### config.mk
export PLATFORM = sky130hd
export DESIGN_NAME = hl_ctrl_top
export DESIGN_NICKNAME = d
export VERILOG_FILES = /design/src/verilog/hl_ctrl_pkg.sv /design/src/verilog/hl_cmd_if.sv /design/src/verilog/cmd_port.sv /design/src/verilog/cmd_regs.sv /design/src/verilog/hl_ctrl_top.sv /design/src/verilog/status_leds.sv /design/src/verilog/tick_gen.sv
export SDC_FILE = /design/constraint.sdc
export NUM_CORES = 1
export LEC_CHECK = 0
export BUFFER_PORTS_ARGS = -buffer_cell sky130_fd_sc_hd__buf_2
export CAP_MARGIN = 20
export CORE_MARGIN = 5
export CORE_UTILIZATION = 45
export DETAILED_ROUTE_END_ITERATION = 6
export PLACE_DENSITY = 0.77
export SLEW_MARGIN = 20
export SYNTH_ARGS = -nofsm -noshare
export SYNTH_HDL_FRONTEND = slang
export SYNTH_SLANG_ARGS = --single-unit
### constraint.sdc
create_clock -name clk_ctrl -period 2.8 [get_ports clk_ctrl]
set_clock_uncertainty 0.2 [all_clocks]
set_input_delay 0.28 -clock clk_ctrl [delete_from_list [all_inputs] [get_ports clk_ctrl]]
set_output_delay 0.28 -clock clk_ctrl [all_outputs]
set_load 0.01 [all_outputs]
### src/verilog/hl_ctrl_pkg.sv
// constants and the command word layout shared by the control slice
// modules pull these in with a wildcard import in their header
// the union gives the two decodings of a 32-bit command data word

package hl_ctrl_pkg;

  ////////////////////////////////////////
  // command and response widths

  localparam int CMD_ADDR_W = 6;
  localparam int CMD_DATA_W = 32;
  localparam int RESP_W     = 40;

  ////////////////////////////////////////
  // register map

  // control word, run / wide spectrum / ptt
  localparam logic [CMD_ADDR_W-1:0] ADDR_GENERAL   = 6'h00;
  localparam logic [CMD_ADDR_W-1:0] ADDR_STATIC_IP = 6'h3A;
  // alternate mac low half plus eeprom config byte
  localparam logic [CMD_ADDR_W-1:0] ADDR_NET_CFG   = 6'h3B;

  // board mac 00:1c:c0:a2:13:dd
  localparam logic [47:0] BASE_MAC = 48'h001c_c0a2_13dd;

  // eeprom_config bit selecting the alternate mac
  localparam int EE_ALT_MAC_BIT = 6;

  localparam logic [7:0] VERSION_MAJOR = 8'd69;
  localparam logic [7:0] VERSION_MINOR = 8'd3;

  ////////////////////////////////////////
  // tick lengths

  // clk_ctrl runs at 2.5 MHz
  localparam int QMSEC_CYCLES   = 625;
  localparam int QMSEC_PER_MSEC = 4;
  localparam int LED_HOLD_MS    = 2;

  localparam int QMSEC_CNT_W = $clog2(QMSEC_CYCLES);
  localparam int QMSEC_IDX_W = $clog2(QMSEC_PER_MSEC);
  localparam int LED_HOLD_W  = $clog2(LED_HOLD_MS + 1);

  ////////////////////////////////////////
  // command data word

  typedef union packed {
    // view at ADDR_GENERAL
    struct packed {
      logic [CMD_DATA_W-4:0] rsvd;
      logic                  ptt;
      logic                  wide_spectrum;
      logic                  run;
    } ctl;
    // view at ADDR_NET_CFG
    struct packed {
      logic [7:0]  eeprom_config;
      logic [7:0]  rsvd;
      logic [15:0] alt_mac;
    } net;
  } hl_cmd_word_u;

endpackage

### src/verilog/hl_cmd_if.sv
// accepted commands and the live status word between the command port
// and the settings register file
// wr marks every accepted command, rsp only those that want a response

interface hl_cmd_if import hl_ctrl_pkg::*; ();

  logic [CMD_ADDR_W-1:0] addr;
  hl_cmd_word_u          data;
  // one-cycle accept strobe
  logic                  wr;
  // accept strobe of a command requiring a response
  logic                  rsp;
  // status word for the response
  logic [CMD_DATA_W-1:0] status;

  modport port (
    output addr,
    output data,
    output wr,
    output rsp,
    input  status
  );

  modport regs (
    input  addr,
    input  data,
    input  wr,
    input  rsp,
    output status
  );

endinterface

### src/verilog/cmd_port.sv
// host side of the command path
// accepts commands on valid/ready and passes them on as one-cycle strobes
// a command that wants a response loads a 40-bit word that is held
// until the host takes it; commands stall while it waits

module cmd_port import hl_ctrl_pkg::*; (
  input  logic                  clk_ctrl,
  input  logic                  rst_n_i,

  input  logic                  cmd_valid_i,
  output logic                  cmd_ready_o,
  input  logic [CMD_ADDR_W-1:0] cmd_addr_i,
  input  logic [CMD_DATA_W-1:0] cmd_data_i,
  input  logic                  cmd_requires_resp_i,

  output logic                  resp_valid_o,
  input  logic                  resp_ready_i,
  output logic [RESP_W-1:0]     resp_o,

  hl_cmd_if.port                cif
);

  logic              accept;
  logic              resp_valid_q;
  logic [RESP_W-1:0] resp_q;

  ////////////////////////////////////////
  // command handshake

  // room when nothing is held or the held word leaves this cycle
  assign cmd_ready_o = ~resp_valid_q | resp_ready_i;
  assign accept      = cmd_valid_i & cmd_ready_o;

  assign cif.wr   = accept;
  assign cif.rsp  = accept & cmd_requires_resp_i;
  assign cif.addr = cmd_addr_i;
  assign cif.data = cmd_data_i;

  ////////////////////////////////////////
  // response holding register

  always_ff @(posedge clk_ctrl or negedge rst_n_i) begin
    if (!rst_n_i) begin
      resp_valid_q <= 1'b0;
    end else if (cif.rsp) begin
      resp_valid_q <= 1'b1;
    end else if (resp_ready_i) begin
      resp_valid_q <= 1'b0;
    end
  end

  // status is sampled in the accept cycle, so it reflects the
  // registers before this command lands
  always_ff @(posedge clk_ctrl) begin
    if (cif.rsp) begin
      resp_q <= {2'b00, cmd_addr_i, cif.status};
    end
  end

  assign resp_valid_o = resp_valid_q;
  assign resp_o       = resp_q;

endmodule

### src/verilog/cmd_regs.sv
// settings register file written by accepted host commands
// holds run, wide spectrum, ptt, static ip, alternate mac and eeprom
// config, picks the local mac and keeps the sticky receive level flags
// the status word it builds goes back to the command port

module cmd_regs import hl_ctrl_pkg::*; (
  input  logic        clk_ctrl,
  input  logic        rst_n_i,

  input  logic        rxclip_i,
  input  logic        rxgoodlvl_i,
  input  logic [7:0]  dsiq_status_i,
  input  logic        io_tx_inhibit_i,
  input  logic        io_alternate_mac_i,

  output logic        run_o,
  output logic        wide_spectrum_o,
  output logic        tx_on_o,
  output logic [31:0] static_ip_o,
  output logic [7:0]  eeprom_config_o,
  output logic [47:0] local_mac_o,

  hl_cmd_if.regs      cif
);

  logic        ptt_q;
  logic [15:0] alt_mac_q;
  logic        clip_q;
  logic        good_q;

  ////////////////////////////////////////
  // register writes

  always_ff @(posedge clk_ctrl or negedge rst_n_i) begin
    if (!rst_n_i) begin
      run_o           <= 1'b0;
      wide_spectrum_o <= 1'b0;
      ptt_q           <= 1'b0;
      static_ip_o     <= '0;
      alt_mac_q       <= '0;
      eeprom_config_o <= '0;
    end else if (cif.wr) begin
      case (cif.addr)
        ADDR_GENERAL: begin
          run_o           <= cif.data.ctl.run;
          wide_spectrum_o <= cif.data.ctl.wide_spectrum;
          ptt_q           <= cif.data.ctl.ptt;
        end
        ADDR_STATIC_IP: begin
          static_ip_o <= cif.data;
        end
        ADDR_NET_CFG: begin
          alt_mac_q       <= cif.data.net.alt_mac;
          eeprom_config_o <= cif.data.net.eeprom_config;
        end
        // anything else is ignored
        default: ;
      endcase
    end
  end

  // transmit only while running and not inhibited
  assign tx_on_o = ptt_q & run_o & ~io_tx_inhibit_i;

  ////////////////////////////////////////
  // mac selection

  // alternate mac replaces the low 16 bits, otherwise the jumper
  // flips bit 1 of the board mac
  assign local_mac_o = eeprom_config_o[EE_ALT_MAC_BIT]
                     ? {BASE_MAC[47:16], alt_mac_q}
                     : {BASE_MAC[47:2], ~io_alternate_mac_i, BASE_MAC[0]};

  ////////////////////////////////////////
  // sticky level flags

  always_ff @(posedge clk_ctrl or negedge rst_n_i) begin
    if (!rst_n_i) begin
      clip_q <= 1'b0;
      good_q <= 1'b0;
    end else if (cif.rsp) begin
      // reported this cycle, restart from the current input
      clip_q <= rxclip_i;
      good_q <= rxgoodlvl_i;
    end else begin
      clip_q <= clip_q | rxclip_i;
      good_q <= good_q | rxgoodlvl_i;
    end
  end

  // status word
  assign cif.status = {VERSION_MAJOR, VERSION_MINOR, dsiq_status_i,
                       4'b0000, tx_on_o, run_o, good_q, clip_q};

endmodule

### src/verilog/hl_ctrl_top.sv
// top of the control-plane slice, everything on clk_ctrl
// host commands come in on a valid/ready port, responses leave on another
// settings, mac selection, ticks and front panel leds are driven from here

module hl_ctrl_top import hl_ctrl_pkg::*; (
  input  logic                  clk_ctrl,
  input  logic                  rst_n_i,

  // host command port
  input  logic                  cmd_valid_i,
  output logic                  cmd_ready_o,
  input  logic [CMD_ADDR_W-1:0] cmd_addr_i,
  input  logic [CMD_DATA_W-1:0] cmd_data_i,
  input  logic                  cmd_requires_resp_i,

  // response channel
  output logic                  resp_valid_o,
  input  logic                  resp_ready_i,
  output logic [RESP_W-1:0]     resp_o,

  // receive level and fifo status
  input  logic                  rxclip_i,
  input  logic                  rxgoodlvl_i,
  input  logic [7:0]            dsiq_status_i,

  input  logic                  io_tx_inhibit_i,
  input  logic                  io_alternate_mac_i,

  // settings
  output logic                  run_o,
  output logic                  wide_spectrum_o,
  output logic                  tx_on_o,
  output logic [31:0]           static_ip_o,
  output logic [47:0]           local_mac_o,
  output logic [7:0]            eeprom_config_o,

  // ticks
  output logic                  msec_pulse_o,
  output logic                  qmsec_pulse_o,

  // front panel
  output logic                  io_led_run_o,
  output logic                  io_led_tx_o,
  output logic                  io_led_adc75_o,
  output logic                  io_led_adc100_o
);

  hl_cmd_if cmd_if ();

  ////////////////////////////////////////
  // command / response

  cmd_port cmd_port_i (
    .clk_ctrl            (clk_ctrl),
    .rst_n_i             (rst_n_i),
    .cmd_valid_i         (cmd_valid_i),
    .cmd_ready_o         (cmd_ready_o),
    .cmd_addr_i          (cmd_addr_i),
    .cmd_data_i          (cmd_data_i),
    .cmd_requires_resp_i (cmd_requires_resp_i),
    .resp_valid_o        (resp_valid_o),
    .resp_ready_i        (resp_ready_i),
    .resp_o              (resp_o),
    .cif                 (cmd_if.port)
  );

  cmd_regs cmd_regs_i (
    .clk_ctrl           (clk_ctrl),
    .rst_n_i            (rst_n_i),
    .rxclip_i           (rxclip_i),
    .rxgoodlvl_i        (rxgoodlvl_i),
    .dsiq_status_i      (dsiq_status_i),
    .io_tx_inhibit_i    (io_tx_inhibit_i),
    .io_alternate_mac_i (io_alternate_mac_i),
    .run_o              (run_o),
    .wide_spectrum_o    (wide_spectrum_o),
    .tx_on_o            (tx_on_o),
    .static_ip_o        (static_ip_o),
    .eeprom_config_o    (eeprom_config_o),
    .local_mac_o        (local_mac_o),
    .cif                (cmd_if.regs)
  );

  ////////////////////////////////////////
  // control

  tick_gen tick_gen_i (
    .clk_ctrl      (clk_ctrl),
    .rst_n_i       (rst_n_i),
    .qmsec_pulse_o (qmsec_pulse_o),
    .msec_pulse_o  (msec_pulse_o)
  );

  status_leds status_leds_i (
    .clk_ctrl        (clk_ctrl),
    .rst_n_i         (rst_n_i),
    .msec_pulse_i    (msec_pulse_o),
    .run_i           (run_o),
    .tx_on_i         (tx_on_o),
    .rxclip_i        (rxclip_i),
    .rxgoodlvl_i     (rxgoodlvl_i),
    .io_led_run_o    (io_led_run_o),
    .io_led_tx_o     (io_led_tx_o),
    .io_led_adc75_o  (io_led_adc75_o),
    .io_led_adc100_o (io_led_adc100_o)
  );

endmodule

### src/verilog/status_leds.sv
// front panel leds
// run and tx follow the settings one cycle late
// the adc leds light on a level hit and stay lit for LED_HOLD_MS to
// LED_HOLD_MS+1 milliseconds after the last hit

module status_leds import hl_ctrl_pkg::*; (
  input  logic clk_ctrl,
  input  logic rst_n_i,
  input  logic msec_pulse_i,
  input  logic run_i,
  input  logic tx_on_i,
  input  logic rxclip_i,
  input  logic rxgoodlvl_i,
  output logic io_led_run_o,
  output logic io_led_tx_o,
  output logic io_led_adc75_o,
  output logic io_led_adc100_o
);

  // index 1 clip, index 0 good level
  logic [1:0] adc_hit;
  logic [1:0] adc_led;

  assign adc_hit = {rxclip_i, rxgoodlvl_i};

  ////////////////////////////////////////
  // run and tx

  always_ff @(posedge clk_ctrl or negedge rst_n_i) begin
    if (!rst_n_i) begin
      io_led_run_o <= 1'b0;
      io_led_tx_o  <= 1'b0;
    end else begin
      io_led_run_o <= run_i;
      io_led_tx_o  <= tx_on_i;
    end
  end

  ////////////////////////////////////////
  // adc level stretch

  for (genvar i = 0; i < 2; i++) begin : g_adc
    logic [LED_HOLD_W-1:0] hold_cnt;
    logic                  led_q;

    always_ff @(posedge clk_ctrl or negedge rst_n_i) begin
      if (!rst_n_i) begin
        hold_cnt <= '0;
        led_q    <= 1'b0;
      end else if (adc_hit[i]) begin
        hold_cnt <= LED_HOLD_W'(LED_HOLD_MS);
        led_q    <= 1'b1;
      end else if (msec_pulse_i) begin
        // first msec tick after the count runs out turns it off
        if (hold_cnt != '0) begin
          hold_cnt <= hold_cnt - 1'b1;
        end else begin
          led_q <= 1'b0;
        end
      end
    end

    assign adc_led[i] = led_q;
  end

  assign io_led_adc100_o = adc_led[1];
  assign io_led_adc75_o  = adc_led[0];

endmodule

### src/verilog/tick_gen.sv
// quarter-millisecond and millisecond pulses from clk_ctrl
// each pulse is one cycle wide; msec lands on every fourth qmsec

module tick_gen import hl_ctrl_pkg::*; (
  input  logic clk_ctrl,
  input  logic rst_n_i,
  output logic qmsec_pulse_o,
  output logic msec_pulse_o
);

  logic [QMSEC_CNT_W-1:0] cyc_cnt;
  logic [QMSEC_IDX_W-1:0] q_cnt;
  logic                   cyc_wrap;
  logic                   q_wrap;

  assign cyc_wrap = (cyc_cnt == QMSEC_CNT_W'(QMSEC_CYCLES - 1));
  assign q_wrap   = (q_cnt == QMSEC_IDX_W'(QMSEC_PER_MSEC - 1));

  always_ff @(posedge clk_ctrl or negedge rst_n_i) begin
    if (!rst_n_i) begin
      cyc_cnt       <= '0;
      q_cnt         <= '0;
      qmsec_pulse_o <= 1'b0;
      msec_pulse_o  <= 1'b0;
    end else begin
      qmsec_pulse_o <= cyc_wrap;
      msec_pulse_o  <= cyc_wrap & q_wrap;
      if (cyc_wrap) begin
        cyc_cnt <= '0;
        // quarter count advances once per qmsec
        q_cnt   <= q_wrap ? '0 : q_cnt + 1'b1;
      end else begin
        cyc_cnt <= cyc_cnt + 1'b1;
      end
    end
  end

endmodule
# ---- Yosys cells after proc, flatten, opt, wreduce, memory -nomap -nowiden
# Cells that the tools add are included.
dict set report totals {
  regBits 102
  out_inout_bits 139
  elab_cells 75
}
dict set report op_classes {
  addsub 4
  eq_ne 6
  n_mux 19
  bitwise_logic 11
  n_reduce_logical 15
}
# cell n
set op_table {}
lappend op_table {{two-way mux 16 bit} 1}
lappend op_table {{two-way mux 2 bit} 7}
lappend op_table {{AND reduction 2 bit} 7}
lappend op_table {{nonzero test 2 bit} 7}
lappend op_table {{== test 6 bit (second input constant)} 2}
lappend op_table {{adder 10 x 1 -> 10 bit (second input constant)} 1}
lappend op_table {{== test 10 bit (second input constant)} 1}
lappend op_table {{two-way mux 1 bit} 10}
lappend op_table {{two-way mux 10 bit} 1}
lappend op_table {{zero test 6 bit} 1}
lappend op_table {{AND 1 bit} 5}
lappend op_table {{!= test 2 bit (second input constant)} 2}
lappend op_table {{subtractor 2 x 1 -> 2 bit (second input constant)} 2}
lappend op_table {{NOT 1 bit} 3}
lappend op_table {{OR 1 bit} 3}
lappend op_table {{adder 2 x 1 -> 2 bit (second input constant)} 1}
lappend op_table {{== test 2 bit (second input constant)} 1}

# ---- Depth between registers and ports, before layout
# Gate-level depths: netlist (run 1).
dict set report logic_depth {
  ltp_word 5
  mapped_depth 7
}

# ---- Modules after synthesis
# Synthesis (run 1) repeated with hierarchy kept, for this count alone.
dict set report hier_totals {
  cells_unflattened 397
  area_unflattened_um2 5502.8
}
# module n_inst cells_per_inst area_per_inst_um2
set by_module_without_submodules {}
lappend by_module_without_submodules {cmd_regs 1 222 2947.8}
lappend by_module_without_submodules {cmd_port 1 85 1514.0}
lappend by_module_without_submodules {tick_gen 1 58 660.6}
lappend by_module_without_submodules {status_leds 1 32 380.4}

# ---- Worst setup path before layout (run 1)
# OpenSTA, ideal clock, no wires.
dict set report synth_timing {
  path_kind {reg2reg}
  start {register tick_gen_i.cyc_cnt[0]}
  end {register tick_gen_i.q_cnt[0]}
  arrival_time_ns 1.830
  slack_ns 0.645
  stages_incl_launch_ff 8
  cell_sequence {dfrtp_1 inv_1 ha_1 or4b_1 nor3b_2 and2_1 buf_6 mux2_4}
}
dict set report synth_via {
  elab_chain_cells 1
}
# element line_no
set synth_rtl {}
lappend synth_rtl {{start, declared} tick_gen.sv:11} ;# logic [QMSEC_CNT_W-1:0] cyc_cnt;
lappend synth_rtl {{start signal, assigned} tick_gen.sv:33} ;# cyc_cnt <= cyc_cnt + 1'b1;
lappend synth_rtl {{== test 10 bit} tick_gen.sv:16} ;# assign cyc_wrap = (cyc_cnt == QMSEC_CNT_W'(QMSEC_CYCLES - 1));
lappend synth_rtl {{named net tick_gen_i.cyc_wrap} tick_gen.sv:13} ;# logic cyc_wrap;
lappend synth_rtl {{end signal, assigned} tick_gen.sv:31} ;# q_cnt <= q_wrap ? '0 : q_cnt + 1'b1;
lappend synth_rtl {{end, declared} tick_gen.sv:12} ;# logic [QMSEC_IDX_W-1:0] q_cnt;
# The timed path passes the listed nets, and every way through them passes these cells.
# A chain may end at the register's enable or synchronous reset.

# ---- Worst setup path in the final report (run 1)
dict set report layout_timing {
  start {register tick_gen_i.cyc_cnt[0]}
  end {register tick_gen_i.q_cnt[0]}
}
dict set report layout_via {
  elab_chain_cells 1
}
# element line_no
set layout_rtl {}
lappend layout_rtl {{== test 10 bit} tick_gen.sv:16}
# Every way passes these cells.

==> summary.md, run 1 <==
| Metric | Value |
|---|---|
| Clock transition at path regs | 0.10 ns |
| Worst Hold Class | input pin to register |
| Layout fillers | 762 |
| Most frequent cells in the layout | buf_2, dfrtp_1, mux2_2, conb_1, dlygate4sd3_1 |
| DR vias | 2916 |
| P&R area growth vs syn | 30.6% |
| Gr usage total | 16.4% |
| Cts bufs inserted | 9 |
| Worst-Margin Slew | 0.743 ns |
| Post-synth EDFFs | 18 |
| Synth Flop Type | dfrtp_1 |
| Clk_lat worst skew | 0.35 ns |
| Die H | 108 um |
| Core Area | 9590 um^2 |
| Clock tree sinks | 102 |
| Mapped Cells | 317 |
| Status | finished, final reports clean |
| Crit path buffers/inverters | 1 |
| Worst hold slack | 0.0835 ns |
| Initial Utilization | 45.5% |
| Hold Vio Cnt, Final | 0 |
| DR WL/cell | 15.3 um |
| H-tree depth | 3 |
| Post-cts resize count | 0 |
| Avg Cell Area, Syn | 13.8 um^2 |
| Row cnt | 36 |
| Fin crit period | 2.36 ns |
| Critical Path RT | 2.84 ns |
| Worst-path fanout max | 7 |
| Async S/R FF share, synth | 82.4% |
| Drc violations | 0 |
| Die area | 11800 um^2 |
| Max_slew headroom | 50.4% |
| Post-CTS Setup Bufs | 0 |
| First-pass GRT wire length | 14900 um |
| Critical-path cell with the highest stage delay | or4b_1 |
| Inserted Diodes | 0 |
| Antenna-violating nets left | 0 |
| GRT Residual Overflow | 0 |
| Die width | 108 um |
| Via/cell ratio | 4.50 |
| Max-Cap Viols | 0 |
| Final setup violation count | 0 |
| Fmax | 0.423 GHz |
| WS Path Type | register to register |
| CP Data Arrival Time | 2.40 ns |
| IO Pins | 194 |
| Layout cells sized above 1 | 42.9% |
| Yosys reg bits | 102 |
| RSZ-0062 raised after global routing | false |
| Final nets | 570 |
| Lkg Pwr | 2.91 nW |
| Critical Path Max Stage Delay | 0.46 ns |
| Most common cell after layout, fill and taps aside | buf_2 |
| CP cell instances | inv_1 > ha_1 > or4b_1 > nor3b_2 > and2_1 > mux2_4 |
| Vias in the first global route | 3013 |
| Root buffer cell | clkbuf_8 |
| Max clock buf depth | 2 |
| Post-Route WL | 9900 um |
| Setup crit end kind | register |
| Port Buffers | 139 |
| Yosys Warn Count | 0 |
| GP Congestion | 0.753 |
| CP Launch Type | register |
| Initial DRC count | 115 |
| Number of antenna violations at the first check in global routing | 0 |
| Detail Placement HPWL | 6930 um |
| First-pass DRT Iterations | 4 |
| Mapped Area | 4360 um^2 |
| Seq/Total Area, Yosys | 60.6% |
| Pwr/cell area | 533 nW/um^2 |
| Peak VDD IR | 0.260 mV |
| Count of cell types in the netlist | 33 |
| Pin count of the biggest net entering global routing | 44 |
| Top delay family on crit path | simple AND/OR/NAND/NOR gates |
| CTS tree | done |
| Final Max Slew Viols | 0 |
| Setup TNS | 0 ns |
| Fin crit share | 84.4% |
## state kept, by name, indices dropped and copies added (netlist names), 2 cells and up
register,count
cmd_regs_i.static_ip_o,32
status_leds_i.g_adc.hold_cnt,4
tick_gen_i.q_cnt,2
cmd_regs_i.eeprom_config_o,8
cmd_port_i.resp_o,18
tick_gen_i.cyc_cnt,10
cmd_regs_i.alt_mac_q,16
## what timing repair did
item,4_1_cts,5_1_grt
hold buffers,50,0
endpoints found under the hold margin,120,0
setup endpoints to repair,0,0
## path summary, 6_finish.rpt
path                       cells past startpoint                                endpoint  slack, ns                             from
setup / recovery                               6         tick_gen_i.q_cnt[0]$_DFFE_PN0N_       0.44  tick_gen_i.cyc_cnt[0]$_DFF_PN0_
hold / removal                                 3     cmd_port_i.resp_valid_o$_DFFE_PN0P_       0.08                     resp_ready_i
setup reg to reg                               6         tick_gen_i.q_cnt[0]$_DFFE_PN0N_       0.44  tick_gen_i.cyc_cnt[0]$_DFF_PN0_
hold reg to reg                                0          cmd_port_i.resp_o[1]$_DFFE_PP_       0.26      cmd_regs_i.good_q$_DFF_PN0_
max in group asynchronous                      3     cmd_regs_i.alt_mac_q[3]$_DFFE_PN0P_       1.52                          rst_n_i
min in group asynchronous                      2  cmd_regs_i.static_ip_o[21]$_DFFE_PN0P_       0.25                          rst_n_i
## Yosys cell counts (3+ instances only)
cell type  instances  area (um^2)
nand3_1            3         15.0
buf_2              6         30.0
mux2_2            59          664
inv_1              8         30.0
a21o_1             5         37.5
and3_1             4         25.0
nand2_1            8         30.0
o21ai_0            3         15.0
xnor2_1            7         61.3
edfxtp_1          18          541
dfrtp_1           84         2100
nor2b_1            4         25.0
nor2_1             9         33.8
nand2b_1          12         75.1
and2_1             7         43.8
ha_1               5         62.6
buf_4             54          405
## metal layers
layer	routed length, um	global-route usage (%)
met5	0	0
met2	5280	29.4
met4	99	4.06
met3	815	5.19
met1	3700	18.8
## worst register-to-register path: stages (launching register included)
cell and delay [ns]:
dfrtp_1 0.43, inv_1 0.08, ha_1 0.13, or4b_1 0.46
nor3b_2 0.30, and2_1 0.33, mux2_4 0.33
## cells by family (layout without fill, tap and decap cells)
kind of cell	Yosys count	in the layout	synth area share, %
AOI/OAI and AO/OA	12	12	1.95
other	2	54	0.172
DFF	102	102	60.6
xor gates and xnor gates	7	7	1.40
buffers and inverters	71	217	11.1
muxes	62	62	16.1
and+or+nand+nor	56	56	7.25
adders and majority gates	5	5	1.43
## power breakdown
| part | internal (W) | switching, W | leakage [nW] |
|---|---|---|---|
| sequential | 0.00163 | 0.0000697 | 1.26 |
| clock | 0.000340 | 0.000515 | 0.0865 |
| combinational | 0.000240 | 0.000240 | 1.56 |
## through the flow
| step | total power [W] | cells | utilization (%) | setup slack, ns | area [um^2] |
|---|---|---|---|---|---|
| floorplan | 0.00198 | 369 | - | 0.645 | 4560 |
| global placement | 0.00214 | 582 | 52.3 | 0.528 | 5020 |
| detailed placement | 0.00216 | 582 | 52.3 | 0.434 | 5020 |
| CTS | 0.00307 | 648 | 59.4 | 0.421 | 5700 |
| global route | 0.00321 | 648 | 59.4 | 0.307 | 5700 |
| finish | 0.00304 | 648 | 59.4 | 0.438 | 5700 |
## final cells by class
type | count | area (um^2) | share of cell area [%]
clock inverters | 6 | 55.1 | 0.966
multi-input cells | 196 | 1440 | 25.2
well taps | 133 | 166 | 2.92
inverters | 8 | 30.0 | 0.527
repair buffers | 193 | 1240 | 21.8
flip-flops and latches | 102 | 2640 | 46.4
clock buffers | 10 | 128 | 2.24
Note: power is estimated with default switching activity, not from simulation.
==> inputs of run 2 (changes only) <==
--- a/config.mk
+++ b/config.mk
@@ -8,7 +8,7 @@
 export BUFFER_PORTS_ARGS = -buffer_cell sky130_fd_sc_hd__buf_2
 export CAP_MARGIN = 20
 export CORE_MARGIN = 5
-export CORE_UTILIZATION = 45
+export CORE_UTILIZATION = 43
 export DETAILED_ROUTE_END_ITERATION = 6
 export PLACE_DENSITY = 0.77
 export SLEW_MARGIN = 20
==> constraint.sdc (replaced) <==
create_clock -name clk_ctrl -period 1.9 [get_ports clk_ctrl]
set_clock_uncertainty 0.2 [all_clocks]
set_input_delay 0.19 -clock clk_ctrl [delete_from_list [all_inputs] [get_ports clk_ctrl]]
set_output_delay 0.19 -clock clk_ctrl [all_outputs]
set_load 0.01 [all_outputs]
==> run 2 against run 1 <==
Global-route usage grew 1.0 points. Setup slack lost 0.60 ns. Sequential power grew 48%. Sequential share of layout area shrank 4.1 points. Cell count grew 4.2%. The flow now finishes with violations (negative setup slack). Critical path depth is the same. First-iteration DRC count shrank 10%. Critical path type unchanged. Non-clock buffer count grew 27.
==> summary.md, run 2 (synthesized netlist as in run 1, its figures left out) <==
| Metric | Value |
|---|---|
| Net Switching | 0.00121 W |
| Post-Place Setup Slack | -0.179 ns |
| Setup crit end kind | register |
| Status | finished, violations left |
| Clock transition at path regs | 0.10 ns |
| H-tree depth | 3 |
| Inserted Diodes | 0 |
| IO Pins | 194 |
| Fin crit period | 2.07 ns |
| Row cnt | 36 |
| GRT Residual Overflow | 0 |
| Number of antenna violations at the first check in global routing | 0 |
| Worst Hold Class | input pin to register |
| Max FFs per register | 32 |
| Root buffer cell | clkbuf_8 |
| Peak VDD IR | 0.345 mV |
| P&R area growth vs syn | 43.2% |
| Hold Vio Cnt, Final | 0 |
| Combinational group share of total power | 16.6% |
| Detail Placement HPWL | 6770 um |
| Critical Path RT | 1.95 ns |
| Drc violations | 0 |
| Initial DRC count | 103 |
| Vias in the first global route | 3402 |
| Initial Utilization | 44.4% |
| CTS tree | done |
| Worst hold slack | 0.0258 ns |
| Die width | 111 um |
| Worst Setup Slack, final | -0.167 ns |
| Port Buffers | 139 |
| WS Path Type | register to register |
| CP Data Arrival Time | 2.11 ns |
| Fmax | 0.484 GHz |
| Clk network pwr share | 30.8% |
| Final nets | 597 |
| DR WL/cell | 16.6 um |
| CP cell instances | inv_2 > ha_4 > or4b_4 > nor3b_4 > and2_4 > mux2_4 |
| Clk_lat worst skew | 0.37 ns |
| DR vias | 3110 |
| Post-Route WL | 11200 um |
| Clock tree sinks | 102 |
| Core Area | 9820 um^2 |
| Fin crit share | 109% |
| First-pass DRT Iterations | 5 |
| Die area | 12300 um^2 |
| Power, Total | 0.00478 W |
| Critical Path Max Stage Delay | 0.46 ns |
| Gr usage total | 17.4% |
| Die H | 111 um |
| Power Internal | 0.00357 W |
| Via/cell ratio | 4.61 |
| Most common cell after layout, fill and taps aside | buf_2 |
| Worst-path fanout max | 3 |
| Layout cells sized above 1 | 46.7% |
| Lkg Pwr | 3.17 nW |
| Violated checks | negative setup slack |
| Final Max Slew Viols | 0 |
| Switching share of total power | 25.4% |
| Antenna-violating nets left | 0 |
| Critical-path cell with the highest stage delay | or4b_4 |
| Final setup violation count | 38 |
| Share of power burned in registers | 52.6% |
| Most frequent cells in the layout | buf_2, dfrtp_1, conb_1, dlygate4sd3_1, mux2_4 |
| First-pass GRT wire length | 17300 um |
| CP Launch Type | register |
| R2R Setup Slk | -0.17 ns |
| GP Congestion | 0.784 |
| Pin count of the biggest net entering global routing | 47 |
| Max-Cap Viols | 0 |
| Pwr/cell area | 765 nW/um^2 |
| RSZ-0062 raised after global routing | true |
| Max clock buf depth | 2 |
| Top reg by flops | cmd_regs_i.static_ip_o |
| Cts bufs inserted | 9 |
## run 2: cell types whose count changed in the layout (fill, tap and decap cells not counted), sizes merged
cell and change:
buf +22, bufinv +2, clkbuf +1, clkinv +2
clkinvlp -1, dlygate4sd3 +3, inv -2
## run 2: cell type report
type,instances,area (um^2)
Clock buffer,9,124
Clock inverter,7,88.8
Fill cell,755,3570
Inverter,8,30.0
Multi-Input combinational cell,196,1620
Sequential cell,102,2640
Tap cell,133,166
Timing Repair Buffer,220,1580
## run 2: metal layers
layer	share of wire [%]	track usage, %
met4	2.9	8.87
met1	39	19.9
met2	51	30.5
met3	6.4	3.82
met5	0	0
## run 2: worst max-delay path, delay by kind of cell (launching register included)
family | cells | cell delay, ns
flops | 1 | 0.40
fa+ha+maj | 1 | 0.11
buf+inv | 1 | 0.07
simple gates | 3 | 0.86
mux | 1 | 0.30
## run 2: per-stage QoR
| stage | std cells | instance area [um^2] | setup TNS [ns] | util (%) |
|---|---|---|---|---|
| final | 675 | 6250 | -1.31 | 63.7 |
| after global routing | 675 | 6250 | -5.72 | 63.7 |
| after floorplan | 369 | 4590 | -1.01 | - |
| after global placement | 594 | 5140 | -0.232 | 52.3 |
| after CTS | 672 | 6090 | -3.24 | 62.1 |
| after detailed placement | 594 | 5140 | -0.693 | 52.3 |
## run 2: power groups by stage
stage          Combinational, W  Clock (W)  Sequential [W]
6_report               0.000795    0.00147         0.00252
5_1_grt                0.000858    0.00160         0.00254
4_1_cts                0.000759    0.00150         0.00251
3_5_place_dp           0.000629          0         0.00255
3_3_place_gp           0.000613          0         0.00254
2_1_floorplan          0.000329          0         0.00260
## run 2: path summary, 6_finish.rpt
check	start	endpoint	cells past startpoint
max reg2reg	tick_gen_i.cyc_cnt[0]$_DFF_PN0_	tick_gen_i.q_cnt[0]$_DFFE_PN0N_	6
min in group asynchronous	rst_n_i	cmd_regs_i.alt_mac_q[4]$_DFFE_PN0P_	3
min reg2reg	cmd_regs_i.run_o$_DFFE_PN0P_	status_leds_i.io_led_run_o$_DFF_PN0_	0
max in group asynchronous	rst_n_i	cmd_regs_i.alt_mac_q[5]$_DFFE_PN0P_	3
max	tick_gen_i.cyc_cnt[0]$_DFF_PN0_	tick_gen_i.q_cnt[0]$_DFFE_PN0N_	6
min	cmd_requires_resp_i	cmd_regs_i.good_q$_DFF_PN0_	3
## run 2: timing repair
item,in CTS,in global routing
hold buffers,53,0
gates cloned,2,3
setup buffers,8,2
endpoints found under the setup margin,64,70
hold endpoints to repair,168,0
gates resized for setup,28,28
pin swaps,3,4
